--- src/wb_pkg.sv ---
package wb_pkg;

  localparam int adr_w = 25;  // word address
  localparam int dat_w = 32;
  localparam int sel_w = 4;   // one bit per byte lane

  typedef logic [adr_w-1:0] wb_adr_t;
  typedef logic [dat_w-1:0] wb_dat_t;
  typedef logic [sel_w-1:0] wb_sel_t;

  // one queued slave request, 62 bits
  typedef struct packed {
    logic    we;
    wb_adr_t adr;
    wb_dat_t dat;
    wb_sel_t sel;
  } wb_req_t;

endpackage

--- src/wb_slave_front.sv ---
`timescale 1ns/1ps

module wb_slave_front (
  input  logic              clk_i,
  input  logic              rst_i,
  input  logic              s_cyc_i,
  input  logic              s_stb_i,
  input  logic              s_we_i,
  input  wb_pkg::wb_adr_t   s_adr_i,
  input  wb_pkg::wb_sel_t   s_sel_i,
  input  wb_pkg::wb_dat_t   s_dat_i,
  output logic              s_ack_o,
  output logic              push_o,
  output wb_pkg::wb_req_t   req_o,
  input  logic              full_i,
  input  logic              empty_i,
  input  logic              ctrl_idle_i
);

  typedef enum logic [1:0] {
    fe_idle,
    fe_rd_wait,
    fe_done
  } fe_state_t;

  fe_state_t state, state_next;

  assign push_o  = (state == fe_idle) && s_cyc_i && s_stb_i && !full_i;
  assign req_o   = '{we: s_we_i, adr: s_adr_i, dat: s_dat_i, sel: s_sel_i};
  assign s_ack_o = (state == fe_done);  // one-cycle pulse

  always_comb begin
    state_next = state;
    case (state)
      fe_idle:    if (push_o) state_next = s_we_i ? fe_done : fe_rd_wait;
      fe_rd_wait: if (empty_i && ctrl_idle_i) state_next = fe_done;  // all earlier work finished
      fe_done:    state_next = fe_idle;
      default:    state_next = fe_idle;
    endcase
  end

  always_ff @(posedge clk_i or posedge rst_i) begin
    if (rst_i)
      state <= fe_idle;
    else
      state <= state_next;
  end

endmodule

--- config.mk ---
export PLATFORM = sky130hd
export DESIGN_NAME = wb_slave_front
export DESIGN_NICKNAME = d
export VERILOG_FILES = /design/src/wb_pkg.sv /design/src/wb_slave_front.sv
export SDC_FILE = /design/constraint.sdc
export NUM_CORES = 1
export LEC_CHECK = 0
export CORE_AREA = 8 8 54 56
export DETAILED_ROUTE_END_ITERATION = 16
export DIE_AREA = 0 0 62 64
export DONT_BUFFER_PORTS = 1
export PLACE_DENSITY_LB_ADDON = 0.15
export SYNTH_ARGS = -nofsm -noshare
export SYNTH_HDL_FRONTEND = slang
export SYNTH_SLANG_ARGS = --single-unit
--- constraint.sdc ---
create_clock -name clk_i -period 1.7 [get_ports clk_i]
set_clock_uncertainty 0.05 [all_clocks]
set_input_delay 0.17 -clock clk_i [delete_from_list [all_inputs] [get_ports clk_i]]
set_output_delay 0.17 -clock clk_i [all_outputs]
set_load 0.05 [all_outputs]
* Word level (Yosys, flattened, before mapping)
Index checks and enable logic that the tools add are counted.
** Storage, ports and cells
- Output and inout bits :: 64
- Bits of input ports :: 69
- Register bits :: 2
- Word-level logic and storage cells :: 16
** Operators by class
- Reductions and logical operators :: 7
- Equality and inequality tests :: 4
- Mux-type cells :: 4
** Operator list (count)
- 2-to-1 mux 2 bit :: 3
- logical AND 1 bit :: 4
- != test 2 bit, second input constant :: 2
- one-hot mux 2 bit (2 select lines) :: 1
- equality test 2 x 1 -> 1 bit, second input constant :: 1
- equality test 2 bit, second input constant :: 1
- logical NOT 2 bit :: 1
- AND reduction 2 bit :: 1
- logical NOT 1 bit :: 1

* Longest topological paths before layout
- Depth after elaboration :: 6
- Mapped depth :: 2
- Mapped depth without buffers :: 2

* Worst setup path before layout
No wires, ideal clock.
- Kind :: reg-to-output
- From :: reg state[1]
- To :: out push_o
- Data required time :: 1480 ps
- Path slack :: 205 ps
- Arrival :: 1275 ps
- Stages on the path, launching flop included :: 3
- Cell sequence :: dfrtp_1 -> or2_4 -> nor3_2
** Between the ends
- Cells in the longest elaborated chain, start to end :: 4
** Ends and longest elaborated chain
- from (decl) :: line wb_slave_front.sv:26 : fe_state_t state, state_next;
- from (signal assigned) :: line wb_slave_front.sv:44 : state <= fe_idle;
- from (signal assigned) :: line wb_slave_front.sv:46 : state <= state_next;
- logical NOT 2 bit :: line wb_slave_front.sv:28 : assign push_o = (state == fe_idle) && s_cyc_i && s_stb_i && !full_i;
- logical AND 1 bit (3 in series) :: line wb_slave_front.sv:28
- to (decl) :: line wb_slave_front.sv:13 : output logic push_o,
No other way between the ends.

* Worst setup path after layout
Ends and elaborated chain as after synthesis.

==> flow_metrics.env <==
export IMPL_fin_hold_ws_ns=0.0639
export IMPL_seq_area_frac_synth=0.0830
export IMPL_dieWidth_um=62
export IMPL_ant_nets=0
export IMPL_cts_sinks=2
export IMPL_fill_cells=240
export IMPL_core_area_mm2=0.00211
export IMPL_critPathKind="reg -> out"
export IMPL_status="complete, no violations"
export IMPL_port_buffers=0
export IMPL_netlist_area_um2=603
export IMPL_dieArea_mm2=0.00397
export IMPL_final_common_cell="clkbuf_4"
export IMPL_hp_class="in -> reg"
export IMPL_ys_ff_latch=2
export IMPL_regMostFlops="state"
export IMPL_critPathMaxFanout=3
export IMPL_grt_usage=0.0392
export IMPL_dp_hpwl_um=690
export IMPL_place_congestion=0.573
export IMPL_ys_warn_count=0
export IMPL_grt_pass1_vias=220
export IMPL_ctsRootBufferMaster="clkbuf_4"
export IMPL_clock_latency_ns=0.22
export IMPL_ctsHtreeMaxLevel=1
export IMPL_drt_iter0_drc=6
export IMPL_setup_viol=0
export IMPL_startpoint_type="flip-flop"
export IMPL_syn_area_per_cell_um2=7.94
export IMPL_design_portCount=133
export IMPL_final_max_slew_viol_count=0
export IMPL_grt_max_degree=4
export IMPL_slew_headroom=0.901
export IMPL_syn_nets=145
export IMPL_overflow=0
export IMPL_top_regs="state (2)"
export IMPL_row_count=17
export IMPL_netlist_cell_type_count=13
export IMPL_grt_antenna_before_repair=0
export IMPL_vias_per_cell=4.00
export IMPL_wl_um=835
export IMPL_rsz0062_at_grt="false"
export IMPL_netlist_instances=76
export IMPL_path_clk_slew_ns=0.03
export IMPL_crit_required_ns=1.48
export IMPL_cts_tree="built"
export IMPL_power_density_mw_per_mm2=917
export IMPL_end_kind="primary output"
export IMPL_finalCritPeriodShare=0.851
export IMPL_mostFrequentLayoutCells="clkbuf_4 (3), nand2_1 (2), buf_4 (2), dfrtp_1 (2)"
export IMPL_die_y_um=64
export IMPL_hold_viol=0
export IMPL_antennaDiodeCount=0
export IMPL_largest_register_ffs=2
export IMPL_grt_pass1_wl_um=1040
export IMPL_layout_min_cycle_time_ns=1.45
export IMPL_drtPass1Iterations=2
export IMPL_drc_errors=0
export IMPL_setup_tns_ns=0
export IMPL_achievable_frequency_mhz=691
export IMPL_critPathArrivalTime_ns=1.23
export IMPL_cts_repair_resized=0
export IMPL_clock_path_buffers=2
export IMPL_start_util=0.286
export IMPL_numCtsBuffers=3
export IMPL_fin_nets=91
export IMPL_tightest_slew_ns=0.150
export IMPL_avgRoutedWirePerCell_um=17.4
export IMPL_peakVddDrop_mv=0.136
export IMPL_area_growth_pct=-63.5
export IMPL_maxCapViolations=0
export IMPL_vias=192
export IMPL_p_total_w=0.000202
export IMPL_layout_drive_gt1_share=0.400
export IMPL_p_leak_nw=0.0888
## cells in the mapped netlist
| cell | number | area [µm²] |
|---|---|---|
| nand4b_1 | 1 | 8.76 |
| and2_1 | 1 | 6.26 |
| o22ai_2 | 1 | 12.5 |
| nand2_1 | 2 | 7.51 |
| buf_4 | 62 | 465 |
| o22ai_1 | 1 | 6.26 |
| nor3_2 | 1 | 10.0 |
| inv_1 | 1 | 3.75 |
| nand2b_1 | 1 | 6.26 |
| nor2b_1 | 1 | 6.26 |
| or2_4 | 1 | 8.76 |
| dfrtp_1 | 2 | 50.1 |
| nand4bb_1 | 1 | 11.3 |
## cell families (layout without fill, tap and decap cells)
kind of cell / after synthesis / count (layout) / synth area share
simple gates: 9 / 9 / 0.108
compound gates: 2 / 2 / 0.0311
flops: 2 / 2 / 0.0830
buf+inv: 63 / 7 / 0.778
## layer usage
metal	wire, µm	track usage	vias to the layer above	share of wire
li1	-	-	63	-
met3	248	0.0500	18	0.30
met5	0	0	-	0
met2	273	0.0336	28	0.33
met1	197	0.0216	83	0.24
met4	115	0.0883	0	0.14
## per-stage QoR
| stage | util | instances | area [µm²] | worst slack [ns] |
|---|---|---|---|---|
| 2_1_floorplan | - | 76 | 603 | 0.205 |
| 3_3_place_gp | 0.0891 | 44 | 188 | 0.480 |
| 3_5_place_dp | 0.0891 | 44 | 188 | 0.489 |
| 4_1_cts | 0.105 | 48 | 220 | 0.237 |
| 5_1_grt | 0.105 | 48 | 220 | 0.209 |
| 6_report | 0.105 | 48 | 220 | 0.253 |
## critical path: stages, from the launching register on
cell and delay [ns]:
dfrtp_1 0.37, or2_4 0.27, nor3_2 0.15, buf_4 0.22
## path summary, 6_finish.rpt
kind                              from        to  slack (ns)  cells after the start
setup / recovery              state[1]    push_o        0.25                      3
hold reg to reg               state[1]  state[0]        0.54                      2
setup reg to reg              state[1]  state[1]        0.78                      2
max in group asynchronous        rst_i  state[0]        1.29                      2
min in group asynchronous        rst_i  state[1]        0.20                      2
hold / removal             ctrl_idle_i  state[1]        0.06                      2
## where the power goes
group          internal [W]  leakage (nW)  switching (W)
sequential        0.0000523        0.0270     0.00000282
combinational     0.0000184        0.0481      0.0000227
clock             0.0000779        0.0138      0.0000276
## cell type report
class | instances | area (µm²) | area share
Sequential cell | 2 | 50.0 | 0.227
Timing Repair Buffer | 3 | 25.0 | 0.114
Multi-Input combinational cell | 11 | 83.8 | 0.381
Inverter | 1 | 3.75 | 0.0170
Clock buffer | 3 | 22.5 | 0.102
Tap cell | 28 | 35.0 | 0.159
## repair_timing
item / 4_1_cts / 5_1_grt
buffers inserted: 0 / 0
endpoints found under the hold margin: 2 / 0
hold buffers: 1 / 0
No activity file was read; power rests on OpenSTA's default activity.
