<file path="config.mk">
export PLATFORM = sky130hd
export DESIGN_NAME = req_fifo
export DESIGN_NICKNAME = d
export VERILOG_FILES = /design/src/wb_pkg.sv /design/src/cache_pkg.sv /design/src/req_fifo.sv
export SDC_FILE = /design/constraint.sdc
export NUM_CORES = 1
export LEC_CHECK = 0
export BUFFER_PORTS_ARGS = -buffer_cell sky130_fd_sc_hd__buf_2
export CAP_MARGIN = 25
export CORE_AREA = 2 2 39 41
export CTS_CLUSTER_SIZE = 40
export DETAILED_ROUTE_END_ITERATION = 8
export DIE_AREA = 0 0 41 43
export HOLD_SLACK_MARGIN = 0.08
export PLACE_DENSITY_LB_ADDON = 0.2
export SKIP_LAST_GASP = 1
export SYNTH_ARGS = -nofsm -noshare
export SYNTH_HDL_FRONTEND = slang
export SYNTH_SLANG_ARGS = --single-unit
</file>
<file path="constraint.sdc">
create_clock -name clk_i -period 5.58 [get_ports clk_i]
set_input_delay 0.279 -clock clk_i [delete_from_list [all_inputs] [get_ports clk_i]]
set_output_delay 0.279 -clock clk_i [all_outputs]
set_load 0.02 [all_outputs]
</file>
<file path="src/wb_pkg.sv">
package wb_pkg;

  localparam int adr_w = 25;  // word address
  localparam int dat_w = 32;
  localparam int sel_w = 4;   // one bit per byte lane

  typedef logic [adr_w-1:0] wb_adr_t;
  typedef logic [dat_w-1:0] wb_dat_t;
  typedef logic [sel_w-1:0] wb_sel_t;

  // one queued slave request, 62 bits
  typedef struct packed {
    logic    we;
    wb_adr_t adr;
    wb_dat_t dat;
    wb_sel_t sel;
  } wb_req_t;

endpackage

</file>
<file path="src/cache_pkg.sv">
package cache_pkg;

  // address = {tag, index, word select}
  localparam int tag_w  = 13;
  localparam int idx_w  = 10;
  localparam int wsel_w = 2;

  localparam int line_words = 1 << wsel_w;
  localparam int n_lines    = 1 << idx_w;

  localparam int fifo_depth = 4;  // request queue entries

  typedef logic [tag_w-1:0] tag_t;
  typedef logic [idx_w-1:0] idx_t;
  typedef logic [wsel_w-1:0] wsel_t;

  // 146 bits: valid, per-word dirty, tag, words 3 down to 0
  typedef struct packed {
    logic                                 valid;
    logic [line_words-1:0]                dirty;
    tag_t                                 tag;
    wb_pkg::wb_dat_t [line_words-1:0]     data;
  } line_t;

endpackage

</file>
<file path="src/req_fifo.sv">
`timescale 1ns/1ps

module req_fifo #(
  parameter type payload_t = logic
) (
  input  logic     clk_i,
  input  logic     rst_i,
  input  logic     push_i,
  input  logic     pop_i,
  input  payload_t data_i,
  output payload_t data_o,
  output logic     full_o,
  output logic     empty_o
);
  import cache_pkg::*;

  localparam int ptr_w = (fifo_depth > 1) ? $clog2(fifo_depth) : 1;
  localparam int cnt_w = $clog2(fifo_depth + 1);

  payload_t           mem [fifo_depth];
  logic [ptr_w-1:0]   wr_ptr, rd_ptr;
  logic [cnt_w-1:0]   count;
  logic               do_push, do_pop;

  assign full_o  = (count == cnt_w'(fifo_depth));
  assign empty_o = (count == '0);
  assign do_push = push_i && !full_o;
  assign do_pop  = pop_i && !empty_o;
  assign data_o  = mem[rd_ptr];  // fall-through head

  always_ff @(posedge clk_i or posedge rst_i) begin
    if (rst_i) begin
      wr_ptr <= '0;
      rd_ptr <= '0;
      count  <= '0;
    end else begin
      if (do_push)
        wr_ptr <= (wr_ptr == ptr_w'(fifo_depth - 1)) ? '0 : wr_ptr + 1'b1;
      if (do_pop)
        rd_ptr <= (rd_ptr == ptr_w'(fifo_depth - 1)) ? '0 : rd_ptr + 1'b1;
      if (do_push && !do_pop)
        count <= count + 1'b1;
      else if (do_pop && !do_push)
        count <= count - 1'b1;
    end
  end

  always_ff @(posedge clk_i) begin
    if (do_push)
      mem[wr_ptr] <= data_i;
  end

endmodule

</file>
After elaboration in Yosys (flattened, before gate mapping)
Memory sizes are Yosys's and may differ from the RTL's.
Cells that the tools add are included.
{"block": "op_classes", "add_sub_neg": 4, "n_mul": 0, "n_div": 0, "order_cmp": 0, "n_eq_ne": 3, "n_shift": 0, "mux": 6, "bitwise_logic": 0, "n_reduce_logical": 10}
{"cell": "$mux 3", "n": 2}
{"cell": "$add 2x1->2 const B", "n": 2}
{"cell": "$eq 2x2->1 const B", "n": 2}
{"cell": "$logic_and 1x1->1", "n": 4}
{"cell": "$logic_not 1->1", "n": 4}
{"cell": "$mux 2", "n": 2}
{"cell": "$add 3x1->3 const B", "n": 1}
{"cell": "$eq 3x3->1 const B", "n": 1}
{"cell": "$logic_not 3->1", "n": 1}
{"cell": "$sub 3x1->3 const B", "n": 1}
{"cell": "$mux 1", "n": 2}
{"cell": "$reduce_bool 2->1", "n": 1}
{"block": "totals", "regBits": 7, "latch_bits": 0, "mem_bits_rw": 4, "romBits": 0, "input_bits": 5, "output_inout_bits": 3, "n_memories": 1}
{"memory": "mem", "depth": 4, "width": 1, "read_ports": 1, "rd_clocked_by_memory_dff": 0, "wr": 1, "line": "req_fifo.sv:20", "source": "payload_t mem [fifo_depth];"}

Longest topological paths before layout
{"block": "depth", "ltp_word": 7, "ltp_mapped": 9, "depth_no_buf": 8}

Least setup slack after synthesis
OpenSTA, ideal clock, no wires.
{"block": "synth_path", "kind": "register -> register", "from": "register count[1]", "to": "register count[2]", "setup_ns": 0.079, "arrival_time_ns": 2.216, "required_ns": 5.501, "path_slack_ns": 3.284, "stages_incl_launch_ff": 9, "n_path_buf": 0, "synth_period_minus_slack_ns": 2.296, "cell_sequence": "dfrtp_1 -> nor3_1 -> nand2b_4 -> ha_1 -> inv_1 -> fa_1 -> xor2_1 -> nor2_1 -> xor2_1"}
{"block": "synth_via", "elab_chain_len": 6, "word_cells_on_any_way": 15}
{"item": "start, declared", "line": "req_fifo.sv:22", "source": "logic [cnt_w-1:0] count;"}
{"item": "start signal, assigned", "line": "req_fifo.sv:42", "source": "count <= count + 1'b1;"}
{"item": "start signal, assigned", "line": "req_fifo.sv:44", "source": "count <= count - 1'b1;"}
{"item": "$logic_not 3->1 *", "line": "req_fifo.sv:26", "source": "assign empty_o = (count == '0);"}
{"item": "named net empty_o", "line": "req_fifo.sv:13", "source": "output logic empty_o"}
{"item": "$logic_not 1->1 *", "line": "req_fifo.sv:28", "source": "assign do_pop = pop_i && !empty_o;"}
{"item": "$logic_and 1x1->1 *", "line": "req_fifo.sv:28"}
{"item": "$logic_not 1->1", "line": "req_fifo.sv:41", "source": "if (do_push && !do_pop)"}
{"item": "$logic_and 1x1->1", "line": "req_fifo.sv:41"}
{"item": "$mux 3 or $reduce_bool 2->1 (tied branches)"}
Mark *: on every way through the listed nets, which the timed path passes. The rest lies on a longest branch. The select of a mux whose other input is x is not followed.
A chain may end at the register's enable or synchronous reset.

Worst setup path after layout
{"block": "layout_path", "from": "register count[2]", "to": "register count[2]"}
{"block": "layout_via", "elab_chain_len": 6, "word_cells_on_any_way": 15}
{"item": "parallel branches: the longest is 6 deep, another holds $sub 3x1->3"}
Parallel ways; which one is timed is not known. The select of a mux whose other input is x is not followed.

==> flow_summary.yaml <==
global_routing:
  use_met1_pct: 13.06
  antenna_found_initial: 0
  grt.overflow.total: 0
  grt_pass1_vias: 341
  grtUsageTotal_pct: 12.30
  met3_usage_pct: 3.141
  grt_first_pass_wirelength_mm: 1.352
  gr-max-usage-layer: "met2"
  grt_max_degree: 8
  use_met2_pct: 20.00
floorplan:
  ios: 8
  design.die.area_mm2: 0.001763
  core_area_mm2: 0.001384
  dieHeight_um: 43
  rows: 14
  initial_core_util_pct: 44.58
  die_w_um: 41
status:
  status: "finished clean"
setup_path:
  critPathMaxFanout: 7
  crit_buf_inv: 1
  start_kind: "register"
  rr_worst_depth: 8
  path_cells: "nor3b_4, nor2b_2, ha_1, inv_1, fa_1, xor2_1, nor2_1, xor2_1"
  slowest_stage: "dfrtp_1"
  cp.arrival_ns: 2.23
  cp_top_family: "adder cells"
  timing.rr.start: "count[2]$_DFFE_PP0P_"
  path_class: "reg -> reg"
  end_kind: "register"
  cpMostUsedCell: "xor2_1"
  required_ns: 5.76
  rr_endpoint: "count[2]$_DFFE_PP0P_"
  cpPeakStageDelay_ns: 0.41
  reg2reg_slack_ns: 3.53
place:
  placed_cell_area_um2: 660.6
  place_ws_ns: 3.514
  routabilityCongestion: 0.7076
  dpl.hpwl_um: 699.3
  numPortBuffers: 7
  dp.cells: 65
routing:
  first_iter_violations: 0
  drc: 0
  wl_per_cell_um: 12.04
  drt_first_pass_iters: 1
  vias_per_cell: 4.600
  vias: 322
  drt_wl_total_um: 843
  ant_nets: 0
cts:
  clockBufferDepth: 2
  clk-insertion-delay-late_ns: 0.26
  htreeDepth: 1
  cts_tree: "done"
  clock-sinks: 11
  cts-buffers-inserted: 3
  post-cts-setup-buffers: 0
  ctsRootBufferMaster: "clkbuf_4"
  clkTransAtPathRegs_ns: 0.07
final_layout:
  drive_gt1_share_pct: 42.59
  syn2layout_area_growth_pct: 12.98
  multi_input_area_um2: 295.3
  design_area_um2: 696.9
  fillCellCount: 123
  final_nets: 67
  final-seq-area_um2: 295.3
  diodes: 0
  layout.cells.non_filler: 70
min_path:
  hold_depth: 1
  min-delay-start: "data_i"
  min_path_type: "in -> reg"
  holdPathEnd: "mem[2]$_DFFE_PP_"
power:
  p_leak_nw: 0.3227
  ir_worst_vdd_mv: 0.2587
  finalPower_mw: 0.3759
  powerDensity_mw_per_mm2: 539.4
yosys:
  synth_area_um2: 616.8
  synth.avg_cell_area_um2: 14.35
  synth_area_leaders: "dfrtp_1, edfxtp_1, ha_1"
  synth.ff_latch_count: 11
  synth_fp_nets: 55
  ys_seq_area_share_pct: 47.87
  yosys_warnings: 0
  netlist-cell-type-count: 17
  synth_top_area_cell: "dfrtp_1"
  synthCells: 43
  synth.top_cell.area_share_pct: 28.40
sta:
  maxSlewViolCount: 0
  timing.slew.headroom_pct: 79.88
  rsz0062_at_grt: "false"
  clock_skew_ns: 0.002165
  tightest_slew_ns: 0.3004
  setup_viol: 0
  fin_ws_ns: 3.530
  max_freq_mhz: 487.8
  hold_violations: 0
  tns_ns: 0
  post-route-period-util_pct: 36.74
  finalCriticalPeriod_ns: 2.050
job:
  max-cap-violations: 0
## cells by family after synthesis
group / synth area share [%]
and+or+nand+nor: 14.20
DFF: 47.87
adders and majority gates: 15.42
muxes: 14.00
buffers and inverters: 4.259
xor gates and xnor gates: 4.260
## through the flow
step | hold WS [ns] | utilization [%]
after floorplan | 0.08240 | -
after global placement | 0.2187 | 47.74
after detailed placement | 0.2507 | 47.74
after CTS | 0.2325 | 50.36
after global routing | 0.2238 | 50.36
final | 0.2318 | 50.36
## power breakdown
group,internal [mW],switching [mW],total (mW)
registers,0.118,0.0377,0.156
logic,0.0946,0.0724,0.167
clock network,0.0276,0.0252,0.0528
total,0.241,0.135,0.376
## layer usage
layer  part of all wire (%)  wire (um)  vias to the layer above
met3                    2.4         20                        0
met5                      0          0                        -
li1                       -          -                      167
met1                     43        364                      152
met4                      0          0                        0
met2                     54        457                        3
## cells in the mapped netlist (all sizes together)
| cell type | number |
|---|---|
| xor2 | 2 |
| mux4 | 1 |
| dfrtp | 7 |
| inv | 4 |
| buf | 1 |
| nor3b | 1 |
| mux2 | 5 |
| nand2b | 1 |
| and2 | 4 |
| nor3 | 1 |
| edfxtp | 4 |
| nor2b | 1 |
| nor2 | 3 |
| ha | 6 |
| xnor2 | 1 |
| fa | 1 |
## worst reg2reg max path, delay by kind of cell, from the launching register on
kind | cells | cell delay, ns
AND/OR/NAND/NOR | 3 | 0.56
buffers and inverters | 1 | 0.06
XOR/XNOR | 2 | 0.33
flip-flops | 1 | 0.41
adder cells (fa/ha/maj) | 2 | 0.61
## worst max path at each step
stage / start / to / slack (ns) / depth (start not counted)
detailed placement: count[2]$_DFFE_PP0P_ / count[2]$_DFFE_PP0P_ / 3.51 / 8
CTS: count[2]$_DFFE_PP0P_ / count[2]$_DFFE_PP0P_ / 3.49 / 8
finish: count[2]$_DFFE_PP0P_ / count[2]$_DFFE_PP0P_ / 3.53 / 8
floorplan: count[1]$_DFFE_PP0P_ / count[2]$_DFFE_PP0P_ / 3.28 / 8
global route: count[2]$_DFFE_PP0P_ / count[2]$_DFFE_PP0P_ / 3.41 / 8
global placement: count[2]$_DFFE_PP0P_ / count[2]$_DFFE_PP0P_ / 3.65 / 8
## cells in the final DEF, fill, tap and decap left out
master	count
mux2_4	2
and2_2	4
xor2_1	2
edfxtp_1	4
fa_1	1
nor2_1	3
clkbuf_4	3
xnor2_1	1
inv_1	4
nor3b_4	1
nor2b_2	1
buf_2	7
mux4_2	1
nor3_1	1
dfrtp_1	7
dlygate4sd3_1	1
nand2b_4	1
clkbuf_1	1
mux2_2	3
ha_1	6
## registers in the layout, summed over array words and instances (netlist names)
register  flops
mem           4
count         3
wr_ptr        2
rd_ptr        2
## cell type report
type	count	share of cell area [%]
Multi-Input combinational cell	27	42.37
Tap cell	16	2.873
Inverter	4	2.154
Timing Repair Buffer	8	6.463
Clock buffer	4	3.770
Sequential cell	11	42.37
## timing repair
item                      4_1_cts  5_1_grt
resized for setup               0        0
hold buffers                    1        0
hold endpoints to repair        7        0
Power figures use the tool's default switching activity.
