File: config.mk
export PLATFORM = sky130hd
export DESIGN_NAME = cache_ctrl
export DESIGN_NICKNAME = d
export VERILOG_FILES = /design/src/wb_pkg.sv /design/src/cache_pkg.sv /design/src/cache_ctrl.sv
export SDC_FILE = /design/constraint.sdc
export NUM_CORES = 1
export LEC_CHECK = 0
export ABC_AREA = 1
export BUFFER_PORTS_ARGS = -buffer_cell sky130_fd_sc_hd__buf_4
export CAP_MARGIN = 25
export CORE_AREA = 8 8 188 190
export DETAILED_ROUTE_END_ITERATION = 10
export DIE_AREA = 0 0 196 198
export PLACE_DENSITY_LB_ADDON = 0.3
export SYNTH_ARGS = -nofsm -noshare
export SYNTH_HDL_FRONTEND = slang
export SYNTH_SLANG_ARGS = --single-unit
File: constraint.sdc
create_clock -name clk_i -period 15.27 [get_ports clk_i]
set_clock_uncertainty 0.1 [all_clocks]
set_input_delay 3.054 -clock clk_i [delete_from_list [all_inputs] [get_ports clk_i]]
set_output_delay 3.054 -clock clk_i [all_outputs]
set_load 0.01 [all_outputs]
File: src/wb_pkg.sv
package wb_pkg;

  localparam int adr_w = 25;  // word address
  localparam int dat_w = 32;
  localparam int sel_w = 4;   // one bit per byte lane

  typedef logic [adr_w-1:0] wb_adr_t;
  typedef logic [dat_w-1:0] wb_dat_t;
  typedef logic [sel_w-1:0] wb_sel_t;

  // one queued slave request, 62 bits
  typedef struct packed {
    logic    we;
    wb_adr_t adr;
    wb_dat_t dat;
    wb_sel_t sel;
  } wb_req_t;

endpackage

File: src/cache_pkg.sv
package cache_pkg;

  // address = {tag, index, word select}
  localparam int tag_w  = 13;
  localparam int idx_w  = 10;
  localparam int wsel_w = 2;

  localparam int line_words = 1 << wsel_w;
  localparam int n_lines    = 1 << idx_w;

  localparam int fifo_depth = 4;  // request queue entries

  typedef logic [tag_w-1:0] tag_t;
  typedef logic [idx_w-1:0] idx_t;
  typedef logic [wsel_w-1:0] wsel_t;

  // 146 bits: valid, per-word dirty, tag, words 3 down to 0
  typedef struct packed {
    logic                                 valid;
    logic [line_words-1:0]                dirty;
    tag_t                                 tag;
    wb_pkg::wb_dat_t [line_words-1:0]     data;
  } line_t;

endpackage

File: src/cache_ctrl.sv
`timescale 1ns/1ps

module cache_ctrl (
  input  logic              clk_i,
  input  logic              rst_i,
  input  wb_pkg::wb_req_t   head_i,
  input  logic              empty_i,
  output logic              pop_o,
  output logic              idle_o,
  output cache_pkg::idx_t   ram_addr_o,
  output logic              ram_we_o,
  output cache_pkg::line_t  ram_wdata_o,
  input  cache_pkg::line_t  ram_rdata_i,
  output wb_pkg::wb_dat_t   s_dat_o,
  output logic              m_cyc_o,
  output logic              m_stb_o,
  output logic              m_we_o,
  output wb_pkg::wb_adr_t   m_adr_o,
  output wb_pkg::wb_sel_t   m_sel_o,
  output wb_pkg::wb_dat_t   m_dat_o,
  input  wb_pkg::wb_dat_t   m_dat_i,
  input  logic              m_ack_i
);
  import wb_pkg::*;
  import cache_pkg::*;

  typedef enum logic [4:0] {
    st_init,
    st_idle,
    st_busy,
    st_busy2,
    st_hit,
    st_done,
    st_miss,
    st_fill1,
    st_fill2,
    st_fill3,
    st_fill4,
    st_fill_wr,
    st_flush1,
    st_flush2,
    st_flush3,
    st_flush4,
    st_flush_wr
  } ctrl_state_t;

  ctrl_state_t state, state_next;
  idx_t        init_cnt;
  wb_req_t     req_q;     // request under service
  line_t       line_q;    // working copy of the line
  tag_t        req_tag;
  idx_t        req_idx;
  wsel_t       req_wsel;
  wsel_t       beat;      // word of the current master cycle
  logic        hit;

  assign {req_tag, req_idx, req_wsel} = req_q.adr;

  assign hit = ram_rdata_i.valid && (ram_rdata_i.tag == req_tag);

  assign idle_o      = (state == st_idle);
  assign ram_addr_o  = (state == st_init) ? init_cnt : req_idx;
  assign ram_wdata_o = (state == st_init) ? '0 : line_q;

  assign m_stb_o = m_cyc_o;
  assign m_sel_o = '1;
  assign m_adr_o = {(m_we_o ? line_q.tag : req_tag), req_idx, beat};  // victim tag on write-back
  assign m_dat_o = m_we_o ? line_q.data[beat] : '0;

  always_comb begin
    state_next = state;
    pop_o      = 1'b0;
    ram_we_o   = 1'b0;
    m_cyc_o    = 1'b0;
    m_we_o     = 1'b0;
    beat       = '0;
    case (state)
      st_init: begin
        ram_we_o = 1'b1;  // zero line, valid cleared
        if (init_cnt == idx_t'(n_lines - 1))
          state_next = st_idle;
      end
      st_idle: begin
        if (!empty_i) begin
          pop_o      = 1'b1;
          state_next = st_busy;
        end
      end
      st_busy:  state_next = st_busy2;  // ram read in flight
      st_busy2: state_next = hit ? st_hit : st_miss;
      st_hit:   state_next = st_done;
      st_done: begin
        ram_we_o   = req_q.we;
        state_next = st_idle;
      end
      st_miss: state_next = line_q.valid ? st_flush1 : st_fill1;
      st_flush1, st_flush2, st_flush3, st_flush4: begin
        m_cyc_o = 1'b1;
        m_we_o  = 1'b1;
        beat    = wsel_t'(state - st_flush1);
        if (m_ack_i)
          state_next = (state == st_flush4) ? st_flush_wr : ctrl_state_t'(state + 1'b1);
      end
      st_flush_wr: begin
        ram_we_o   = 1'b1;
        state_next = st_fill1;
      end
      st_fill1, st_fill2, st_fill3, st_fill4: begin
        m_cyc_o = 1'b1;
        beat    = wsel_t'(state - st_fill1);
        if (m_ack_i)
          state_next = (state == st_fill4) ? st_fill_wr : ctrl_state_t'(state + 1'b1);
      end
      st_fill_wr: begin
        ram_we_o   = 1'b1;
        state_next = st_busy;  // look up again, now hits
      end
      default: state_next = st_idle;
    endcase
  end

  always_ff @(posedge clk_i or posedge rst_i) begin
    if (rst_i) begin
      state    <= st_init;
      init_cnt <= '0;
    end else begin
      state <= state_next;
      if (state == st_init)
        init_cnt <= init_cnt + 1'b1;
    end
  end

  always_ff @(posedge clk_i) begin
    if (pop_o)
      req_q <= head_i;
    if (state == st_busy2)
      line_q <= ram_rdata_i;
    if (state == st_hit) begin
      if (req_q.we) begin
        for (int b = 0; b < sel_w; b++) begin
          if (req_q.sel[b])
            line_q.data[req_wsel][8*b +: 8] <= req_q.dat[8*b +: 8];
        end
        line_q.dirty[req_wsel] <= 1'b1;
      end else begin
        s_dat_o <= line_q.data[req_wsel];
      end
    end
    if (m_cyc_o && m_ack_i) begin
      line_q.dirty[beat] <= 1'b0;
      if (!m_we_o)
        line_q.data[beat] <= m_dat_i;
    end
    if (state == st_fill4 && m_ack_i) begin
      line_q.tag   <= req_tag;
      line_q.valid <= 1'b1;
    end
  end

endmodule

* Yosys cells after proc, flatten, opt, wreduce, memory -nomap -nowiden
Index checks and enable logic that the tools add are counted.
Word-level totals: output and inout bits 255, memory bits (writable) 0, logic and storage cells 122, memory bits (read-only) 0, input port bits 244, bits in latches 0, memories kept 0, register bits after elaboration 255
Cells by class: reductions and logical operators 13, multiplexer cells 61, eq/ne operators 22, add/subtract/negate cells 4, $mul 0, div/mod/pow operators 0, order comparisons 4, shifts and indexed selects 0, bitwise operators 4
Operators by type and width (number):
- 128-bit two-way mux | 14
- 128-bit bitwise mux | 5
- 32-bit demux with 2-bit select | 5
- 32-bit two-way mux | 5
- 146-bit two-way mux | 1
- 145-bit two-way mux | 1
- 32-bit binary-select mux with 2-bit select | 2
- 5-bit one-hot mux with 10 select lines | 1
- 5-bit by 4-bit equality test with 1-bit output (second input constant) | 8
- 5-bit two-way mux | 6
- 13-bit two-way mux | 2
- 24-bit two-way mux | 1
- 5-bit by 3-bit equality test with 1-bit output (second input constant) | 4
- 16-bit two-way mux | 1
- 4-bit two-way mux | 4
- 13-bit equality test | 1
- 10-bit by 1-bit adder with 10-bit output (second input constant) | 1
- 10-bit equality test (second input constant) | 1
- 5-bit by 2-bit equality test with 1-bit output (second input constant) | 2
- 10-bit two-way mux | 1
- 8-bit two-way mux | 1
- 2-bit != test (second input constant) | 4
- 4-bit OR reduction | 2
- 8-bit OR reduction | 1
- other kinds (22) | 34

* Longest topological paths before layout
depth after elaboration 23, mapped depth 14, mapped depth without buffers 14

* Worst setup path after synthesis
Ideal clock, no wire load.
path type input to output, from input port empty_i, to output port pop_o, arrival time 7582 ps, slack 4534 ps, path buffers 0, data required time 12116 ps, stages 1, cell sequence nor3_1
Between the ends: word-level cells in the longest chain between the ends 2
RTL lines:
- start: declaration | line cache_ctrl.sv:7 | input logic empty_i,
- 1-bit two-way mux | line cache_ctrl.sv:84 | if (!empty_i) begin
- 1-bit two-way mux | line cache_ctrl.sv:77 | case (state)
- end: declaration | line cache_ctrl.sv:8 | output logic pop_o,
No other way between the ends.

* Final worst setup path
from register state[0], to output port m_dat_o[27]
Between the ends: word-level cells in the longest chain between the ends 6, elaborated cells between the ends (all ways) 17, classes of those cells add/sub: 2; eq/ne: 8; mux: 5; reduce/logical: 2
RTL lines:
- start: declaration | line cache_ctrl.sv:47 | ctrl_state_t state, state_next;
- start signal: assignment | line cache_ctrl.sv:124 | state <= st_init;
- start signal: assignment | line cache_ctrl.sv:127 | state <= state_next;
- 5-bit by 4-bit equality test with 1-bit output / 5-bit by 3-bit equality test with 1-bit output (equally long branches) | line cache_ctrl.sv:77
- 4-bit OR reduction | line cache_ctrl.sv:77
- 2-bit one-hot mux with 2 select lines | line cache_ctrl.sv:77
- 32-bit binary-select mux with 2-bit select | line cache_ctrl.sv:68 | assign m_dat_o = m_we_o ? line_q.data[beat] : '0;
- 32-bit two-way mux (not written as such) | line cache_ctrl.sv:68
- 32-bit two-way mux * | line cache_ctrl.sv:68
- end: declaration | line cache_ctrl.sv:20 | output wb_pkg::wb_dat_t m_dat_o,
Mark *: on every way between the ends. The rest lies on a longest branch, timed or not. The select of a mux whose other input is x is not followed.

==> flow_summary.toml <==
[global_routing]
grt-ovfl-total = 0
grt_pass1_wl_um = 103800
grt_pass1_vias = 18241
grt_max_degree = 123
antenna_found_initial = 3
grtUsageTotal_pct = 33.82

[layout]
fillerInstances = 2942
layout.nets = 3064
instances_no_fill = 3245
multi_input_area_mm2 = 0.007854
fin_area_mm2 = 0.02070
antenna_cells = 0
final_util_pct = 64.29
seqCellArea_mm2 = 0.006251
syn_to_final_growth_pct = 28.76
drive_gt1_share_pct = 21.40

[logic_synthesis]
synth_cells = 2441
synth_area_per_cell_um2 = 6.587
synth_xor_area_share_pct = 0.6536
synth_top_family_by_area = "simple AND/OR/NAND/NOR gates"
synth_compound_gate_area_share_pct = 13.75
ys.warnings.count = 0
syn_area_mm2 = 0.01608
muxShareOfSynthArea_pct = 0
yosysSeqAreaShare_pct = 38.88
synth_edf_count = 107
ys_dominant_reg_cell = "dfxtp_1"
synthTopCellsByArea = "edfxtp_1 20%, nand2_1 19%, dfxtp_1 17%"
post_synth_fa_ha_maj_area_fraction_pct = 0.4669
synthArstFlopShare_pct = 5.882
synth_top_area_share_pct = 19.98
synth.distinct_cells = 38
synth_area_leader_cell = "edfxtp_1"
yosys.area_share.simple_pct = 33.54
synth-seq-cells = 255

[clock_tree]
cts_max_path_buffers = 3
ctsResizeCount = 0
path_clk_slew_ns = 0.06
post-cts-setup-buffers = 0
numCtsBuffers = 29
clk_latency_ns = 0.57
h-tree-depth = 1
cts.sinks = 255
cts_root_buf = "clkbuf_16"
cts_tree = "done"
hold_buffers = 0

[route]
drc = 0
ant_nets = 0
vias_per_cell = 5.698
vias = 18490
drt_pass1_iterations = 6
wl_per_cell_um = 21.16
wirelength_um = 68660
drt_iter0_markers = 2038

[setup_path]
path_max_fanout = 39
crit_type = "reg -> out"
cp.arrival_ns = 4.34
required_ns = 12.12
crit_path_end_kind = "output pin"
critPathLaunchType = "register"

[timing]
tns_ns = 0
finalCriticalPeriod_ns = 7.493
finalHoldViolCount = 0
maxSlewViolCount = 0
fmax_ghz = 0.1334
setup_ws_ns = 7.777
rsz0062_at_grt = "false"
worst_pin_slew_ns = 1.099
slew_headroom_pct = 26.45
setup_viol = 0
post-route-period-util_pct = 49.07

[floorplanning]
start_util_pct = 49.93
die_area_mm2 = 0.03881
rows = 66
die_w_um = 196
io_pins = 499
die_h_um = 198
core_area_mm2 = 0.03221

[place]
gpl.final_weighted_congestion = 0.9695
dp_cells = 3187
dp_slack_ns = 8.187
place_hpwl_um = 47470
port_buffers = 494
placed_cell_area_mm2 = 0.01966

[job]
maxCapViolCount = 0

[outcome]
outcome = "finished, final reports clean"

[worst_hold_path]
worst_hold_path_type = "reg -> reg"

[pwr]
leakagePower_nw = 11.01
ir_drop_v = 0.0001316
p_per_area_mw_per_mm2 = 225.1
## cells in the final DEF, fill, tap and decap left out, drive strengths merged, types with 15 or more instances in the layout
cell	Yosys	final
o21ai	287	287
o221ai	34	34
a21oi	36	36
buf	106	512
edfxtp	107	107
inv	318	318
dfxtp	133	133
nand4	69	69
dfrtp	15	15
nand2	827	827
nor2	202	202
nand3	172	172
clkbuf	67	46
a22oi	32	32
## critical path, cell delays in order (launching register included)
cell      delay [ns]
dfrtp_1         0.55
ha_1            0.26
inv_1           0.08
nor2_1          0.11
ha_1            0.18
inv_1           0.10
nand2_4         0.23
nand2_2         0.10
nand2_4         0.57
clkinv_1        0.64
buf_4           0.45
nand2_1         0.16
a21oi_1         0.10
buf_4           0.20
## stage by stage
| step | hold WS [ns] | total power [mW] |
|---|---|---|
| finish | 0.4263 | 4.661 |
| global route | 0.4442 | 5.014 |
| CTS | 0.4232 | 4.600 |
| detailed placement | 0.4054 | 3.893 |
| global placement | 0.4027 | 3.840 |
| floorplan | 0.3747 | 2.837 |
## worst paths after layout
kind,cells past startpoint,slack (ns),from,endpoint
min in group asynchronous,2,2.47,rst_i,state[0]$_DFFE_PP0P_
min reg2reg,2,0.43,init_cnt[1]$_DFFE_PP0P_,init_cnt[1]$_DFFE_PP0P_
max reg2reg,13,10.57,state[0]$_DFFE_PP0P_,line_q[21]$_DFF_P_
max in group asynchronous,2,12.20,rst_i,state[2]$_DFFE_PP0P_
max,13,7.78,state[0]$_DFFE_PP0P_,m_dat_o[27]
min,2,0.43,init_cnt[1]$_DFFE_PP0P_,init_cnt[1]$_DFFE_PP0P_
## layer usage
metal | global-route usage, % | vias up | part of all wire [%]
li1 | - | 8580 | -
met1 | 40.66 | 8379 | 37
met2 | 56.27 | 1297 | 47
met3 | 8.404 | 228 | 11
met4 | 16.37 | 6 | 4.5
met5 | 0 | - | 0.055
## cells by family after synthesis
kind of cell / Yosys count
buf+inv: 492
flops: 255
compound gates: 397
xor+xnor: 12
other cells: 1
fa+ha+maj: 6
simple gates: 1278
## final cells by class
type                    count  area share, %
clock inverters             8         0.3445
well taps                 408          2.466
multi-input cells        1697          37.93
flip-flops and latches    255          30.19
clock buffers              46          4.206
inverters                 319          5.820
repair buffers            512          19.04
## power by group
part / internal, mW / switching, mW
registers: 0.998 / 0.195
logic: 1.05 / 1.72
clock network: 0.406 / 0.297
## flip-flops by register name, summed over array words and instances, names as in the netlist
name and count:
line_q 146, req_q 52, s_dat_o 32, init_cnt 10, m_adr_o 10, state 5
## cells in the mapped netlist (36+ instances only)
cell type,instances
nand2_1,806
inv_1,315
o21ai_0,223
nor2_1,192
nand3_1,168
dfxtp_1,133
edfxtp_1,107
buf_2,78
nand4_1,68
clkbuf_1,67
o21ai_1,64
a21oi_1,36
(Power assumes the default switching activity.)
